<file path="src/rtl/blas_pkg.sv">
`default_nettype none

package blas_pkg;

	////////////////////////////////////////
	// Sizes
	////////////////////////////////////////
	localparam int NUM_TILES   = 4;
	localparam int MEM_DEPTH   = 64;
	localparam int ADDR_W      = 6;
	localparam int LEN_W       = 4;		// Run covers len+1 words
	localparam int DATA_W      = 32;
	localparam int TABLE_DEPTH = 4;		// Most commands in flight
	localparam int ISSUE_W     = $clog2(TABLE_DEPTH);

	////////////////////////////////////////
	// Basic types
	////////////////////////////////////////
	typedef enum logic [1:0] {
		OP_WRITE,
		OP_READ,
		OP_AXPY,
		OP_DOT
	} opcode_t;

	typedef logic [NUM_TILES-1:0]	tile_mask_t;
	typedef logic [ADDR_W-1:0]		addr_t;
	typedef logic [LEN_W-1:0]		len_t;
	typedef logic [DATA_W-1:0]		data_t;
	typedef logic [ISSUE_W-1:0]		issue_no_t;

	////////////////////////////////////////
	// Command and completion records
	////////////////////////////////////////
	typedef struct packed {
		opcode_t	op;
		tile_mask_t	mask;
		addr_t		src;
		addr_t		dst;
		len_t		len;
		data_t		operand;	// Write data or alpha
	} blas_cmd_t;

	// Broadcast to every tile
	typedef struct packed {
		issue_no_t	issue_no;
		blas_cmd_t	cmd;
	} tile_instr_t;

	typedef struct packed {
		issue_no_t	issue_no;
		data_t		partial;
	} tile_done_t;

	typedef struct packed {
		issue_no_t	issue_no;
		data_t		result;
	} blas_rsp_t;

endpackage

`default_nettype wire

</file>
<file path="src/rtl/issue_ctrl.sv">
`timescale 1ns/10ps
`default_nettype none

module issue_ctrl (
	input  logic					clock,
	input  logic					rst_n,
	input  logic					cmd_valid,
	output logic					cmd_ready,
	input  blas_pkg::blas_cmd_t		cmd,
	input  blas_pkg::tile_mask_t	tile_busy,
	input  logic					table_full,
	output logic					issue_valid,
	output blas_pkg::tile_instr_t	issue
);

	import blas_pkg::*;

	logic		live;			// Set on the first edge out of reset
	issue_no_t	issue_cnt;
	logic		tiles_free;

	////////////////////////////////////////
	// Acceptance
	////////////////////////////////////////

	// Only the tiles named by the command matter
	assign tiles_free = ~|(cmd.mask & tile_busy);

	assign cmd_ready   = live && tiles_free && !table_full;
	assign issue_valid = cmd_valid && cmd_ready;

	// Same cycle broadcast, no staging register
	assign issue = '{issue_no: issue_cnt, cmd: cmd};

	always_ff @(posedge clock or negedge rst_n) begin
		if (!rst_n) begin
			live <= 1'b0;
		end
		else begin
			live <= 1'b1;
		end
	end

	////////////////////////////////////////
	// Issue numbering
	////////////////////////////////////////

	// ISSUE_W covers exactly TABLE_DEPTH entries so the counter wraps there
	always_ff @(posedge clock or negedge rst_n) begin
		if (!rst_n) begin
			issue_cnt <= '0;
		end
		else if (issue_valid) begin
			issue_cnt <= issue_cnt + 1'b1;
		end
	end

endmodule

`default_nettype wire

</file>
<file path="config.mk">
export PLATFORM = sky130hd
export DESIGN_NAME = issue_ctrl
export DESIGN_NICKNAME = d
export VERILOG_FILES = /design/src/rtl/blas_pkg.sv /design/src/rtl/issue_ctrl.sv
export SDC_FILE = /design/constraint.sdc
export NUM_CORES = 1
export LEC_CHECK = 0
export BUFFER_PORTS_ARGS = -buffer_cell sky130_fd_sc_hd__buf_4
export CORE_ASPECT_RATIO = 1.1
export CORE_MARGIN = 5
export CORE_UTILIZATION = 23
export CTS_CLUSTER_DIAMETER = 200
export DETAILED_ROUTE_END_ITERATION = 6
export GPL_TIMING_DRIVEN = 0
export HOLD_SLACK_MARGIN = 0.08
export PLACE_DENSITY_LB_ADDON = 0.25
export SETUP_SLACK_MARGIN = 0.3
export SYNTH_ARGS = -nofsm -noshare
export SYNTH_HDL_FRONTEND = slang
export SYNTH_SLANG_ARGS = --single-unit
</file>
<file path="constraint.sdc">
create_clock -name clock -period 1 [get_ports clock]
set_input_delay 0.15 -clock clock [delete_from_list [all_inputs] [get_ports clock]]
set_output_delay 0.15 -clock clock [all_outputs]
set_load 0.05 [all_outputs]
</file>
---- Word level (Yosys, flattened, before mapping) ----
Index checks and enable logic that the tools add are counted.
Widths: inputs -> output; s select.
operators by class
  eq/ne operators ......................... 0
  $add $sub $neg .......................... 1
  multiplexer cells ....................... 0
  multipliers ............................. 0
  divide/modulo/power cells ............... 0
  bitwise operators ....................... 1
  reduce and logical (&&, ||, !) cells .... 6
  order comparisons ....................... 0
  shifts and indexed selects .............. 0
operator list
  operator             count
  $and 4x4->4          1
  $reduce_or 4->1      1
  $logic_and 1x1->1    3
  $add 2x1->2 const B  1
  $logic_not 1->1      2
storage, ports and cells
  word-level logic and storage cells ...... 10
  input bits .............................. 62
  bits in writable memories ............... 0
  memories kept ........................... 0
  register bits ........................... 3
  ROM bits ................................ 0
  output and inout port bits .............. 58
  bits in latches ......................... 0

---- Depth between registers and ports, before layout ----
  word-level depth ........................ 6
  gate-level depth with buffers ........... 3
  gate-level depth less buffers ........... 3

---- Worst setup path before layout ----
Ideal clock, no wire load.
  path type ............................... input-to-output
  from .................................... input port cmd[48] (netlist bit)
  to ...................................... output port issue_valid
  setup slack ............................. -0.220 ns
  path buffers ............................ 0
  data required time ...................... 0.850 ns
  stages .................................. 3
  arrival ................................. 1.070 ns
  path through ............................ a222oi_1 > nand4_1 > inv_1
on the way
  cells in the longest elaborated chain, start to end .. 6
ends and longest elaborated chain
  item                            RTL line          RTL
  start: declaration              issue_ctrl.sv:9   input blas_pkg::blas_cmd_t cmd,
  $and 4x4->4                     issue_ctrl.sv:27  assign tiles_free = ~|(cmd.mask & tile_busy);
  $reduce_or 4->1                 issue_ctrl.sv:27
  $logic_not 1->1                 issue_ctrl.sv:27
  $logic_and 1x1->1 (2 in a row)  issue_ctrl.sv:29  assign cmd_ready = live && tiles_free && !table_full;
  $logic_and 1x1->1               issue_ctrl.sv:30  assign issue_valid = cmd_valid && cmd_ready;
  end: declaration                issue_ctrl.sv:12  output logic issue_valid,
No other way between the ends.

---- Final worst setup path ----
  from .................................... input port cmd[49] (netlist bit)
  to ...................................... output port issue_valid
Same word-level chain as after synthesis.

==> flow_summary.json <==
{
  "outcome": "finished, violations left",
  "failed_checks": "setup timing",
  "critPathArrivalTime_ns": 1.14,
  "finalCritPeriodShare": 1.29,
  "worst_slack_ns": -0.285,
  "syn_to_final_growth_pct": 127,
  "antenna_found_initial": 0,
  "stdcell_area_um2": 1250,
  "worst_ep_required_time_ns": 0.85,
  "synthCells": 68,
  "ant_nets": 0,
  "synthFlopType": "dfrtp_1",
  "vias_per_cell": 3.78,
  "path_clk_slew_ns": 0.04,
  "synth_seq_cells": 3,
  "p_per_area_nw_per_um2": 1350,
  "cts_made_buffers": 3,
  "io_pins": 120,
  "portBuffers": 69,
  "routed_wl_um": 2290,
  "drive_gt1_frac": 0.939,
  "avgSynthCellArea_um2": 8.11,
  "drv_cap": 0,
  "drv_slew": 0,
  "nets": 210,
  "cp-start-kind": "input port",
  "start_util": 0.243,
  "clockBufferDepth": 2,
  "synth_top_area_cell": "buf_4",
  "rows": 18,
  "insertedDiodeCount": 0,
  "synth_top_area_frac": 0.735,
  "cts-root-buf": "clkbuf_4",
  "power_mw": 1.69,
  "grt_max_degree": 4,
  "finalHoldViolCount": 0,
  "syn_area_um2": 552,
  "clock_latency_ns": 0.24,
  "initialDrtViolationCount": 8,
  "grt_pass1_wl_um": 3060,
  "core_um2": 2270,
  "wire_per_inst_um": 12.9,
  "gr-total-overflow": 0,
  "setup_viol": 3,
  "vias": 669,
  "fmax_mhz": 778,
  "yosysSeqAreaShare": 0.136,
  "period_needed_ns": 1.29,
  "synth_warnings": 0,
  "hold_class": "input port to flip-flop",
  "path_max_fanout": 3,
  "yosys.cell_count.top_type": "buf_4",
  "rsz0062_at_grt": "yes",
  "grt_pass1_vias": 674,
  "syn_nets": 130,
  "gp_congestion": 0.675,
  "yosysUniqueCellTypes": 11,
  "synth_commonest_cells": "buf_4 (54), dfrtp_1 (3), nand4_1 (2), xnor2_1 (2)",
  "firstDrtPassIters": 4,
  "async_flop_share": 1.00,
  "endpoint_kind": "output port",
  "critPathKind": "input port to output port",
  "total_leakage_power_nw": 0.729,
  "final_cells": 177,
  "fin_skew_ns": 0.00385,
  "vdd_drop_max_mv": 0.881,
  "cts_sinks": 3,
  "drc": 0,
  "die_y_um": 61.4,
  "die_w_um": 56.7,
  "place_area_um2": 1110,
  "cts_max_level": 1,
  "synth-edff-count": 0,
  "grt.total_usage": 0.111,
  "die_area_um2": 3480,
  "cts_tree": "yes",
  "numPlacedInstances": 167,
  "synth.area.top_cells": "buf_4 (73%), dfrtp_1 (14%), xnor2_1 (3.2%)"
}
==> cells in the final DEF, fill, tap and decap left out <==
| master | Yosys | layout |
|---|---|---|
| a222oi_1 | 1 | 1 |
| and2_4 | 0 | 1 |
| and3_2 | 1 | 1 |
| buf_4 | 54 | 118 |
| buf_6 | 0 | 7 |
| buf_8 | 0 | 3 |
| clkbuf_1 | 0 | 1 |
| clkbuf_4 | 0 | 3 |
| conb_1 | 1 | 1 |
| dfrtp_1 | 3 | 1 |
| dfrtp_2 | 0 | 2 |
| dlygate4sd3_1 | 0 | 1 |
| inv_4 | 0 | 1 |
| nand2_1 | 1 | 1 |
| nand4_1 | 2 | 2 |
| nor2b_4 | 0 | 1 |
| xnor2_1 | 2 | 1 |
| xnor2_2 | 0 | 1 |
==> stage by stage <==
| stage | utilization | hold slack (ns) | setup WS (ns) | TNS, ns |
|---|---|---|---|---|
| after floorplan | - | -0.146 | -0.121 | -0.361 |
| after global placement | 0.489 | -0.0602 | -0.401 | -1.16 |
| after detailed placement | 0.489 | -0.0569 | -0.424 | -1.26 |
| after CTS | 0.545 | 0.236 | -0.258 | -0.641 |
| after global routing | 0.551 | 0.244 | -0.338 | -0.827 |
| final | 0.551 | 0.222 | -0.285 | -0.701 |
==> power breakdown <==
part / total, mW / leakage (nW) / switching, mW / internal [mW]
clock network: 0.216 / 0.0150 / 0.0666 / 0.150
logic: 1.25 / 0.680 / 0.719 / 0.536
registers: 0.221 / 0.0337 / 0.0487 / 0.172
total: 1.69 / 0.729 / 0.834 / 0.858
==> registers in the layout, indices dropped and copies added, names as in the netlist <==
| name | flops |
|---|---|
| issue_cnt | 2 |
| live | 1 |
==> worst max-delay path, stage by stage <==
cell	delay, ns
buf_4	0.11
a222oi_1	0.29
buf_4	0.17
nand4_1	0.17
inv_4	0.10
buf_8	0.14
==> layout make-up <==
type | count | area [um^2]
plain buffers | 54 | 405
clock buffers | 4 | 26.3
fillers | 202 | 1020
inverters | 1 | 6.26
multi-input cells | 10 | 85.1
flip-flops and latches | 3 | 77.6
well taps | 30 | 37.5
repair buffers | 75 | 614
==> routing by layer <==
metal / vias up / track usage / share of wire
met1: 280 / 0.0966 / 0.26
li1: 313 / - / -
met4: 0 / 0.0305 / 0.0017
met2: 74 / 0.213 / 0.53
met3: 2 / 0.0734 / 0.20
met5: - / 0 / 0
==> cells by family (layout without fill, tap and decap cells) <==
logic type | after synthesis | in the layout | synth area share
compound gates | 1 | 1 | 0.0181
xor+xnor | 2 | 2 | 0.0318
simple gates | 6 | 6 | 0.0658
other cells | 1 | 1 | 0.00680
flops | 3 | 3 | 0.136
buf+inv | 55 | 134 | 0.741
==> worst paths after layout <==
check | slack [ns] | cells past startpoint | startpoint | end
setup / recovery | -0.29 | 6 | cmd[49] | issue_valid
hold / removal | 0.22 | 4 | table_full | issue_cnt[1]
setup reg to reg | -0.18 | 5 | live | issue_cnt[0]
hold reg to reg | 0.58 | 2 | issue_cnt[1] | issue_cnt[1]
max in group asynchronous | 0.65 | 2 | rst_n | issue_cnt[0]
min in group asynchronous | 0.24 | 2 | rst_n | live
==> repair_timing <==
action / 4_1_cts / 5_1_grt
setup endpoints to repair: 10 / 6
hold endpoints to repair: 3 / 0
buffers inserted: 4 / 1
resized for setup: 15 / 2
hold buffers: 1 / 0
pin swaps: 5 / 2
Note: power is estimated with default switching activity, not from simulation.
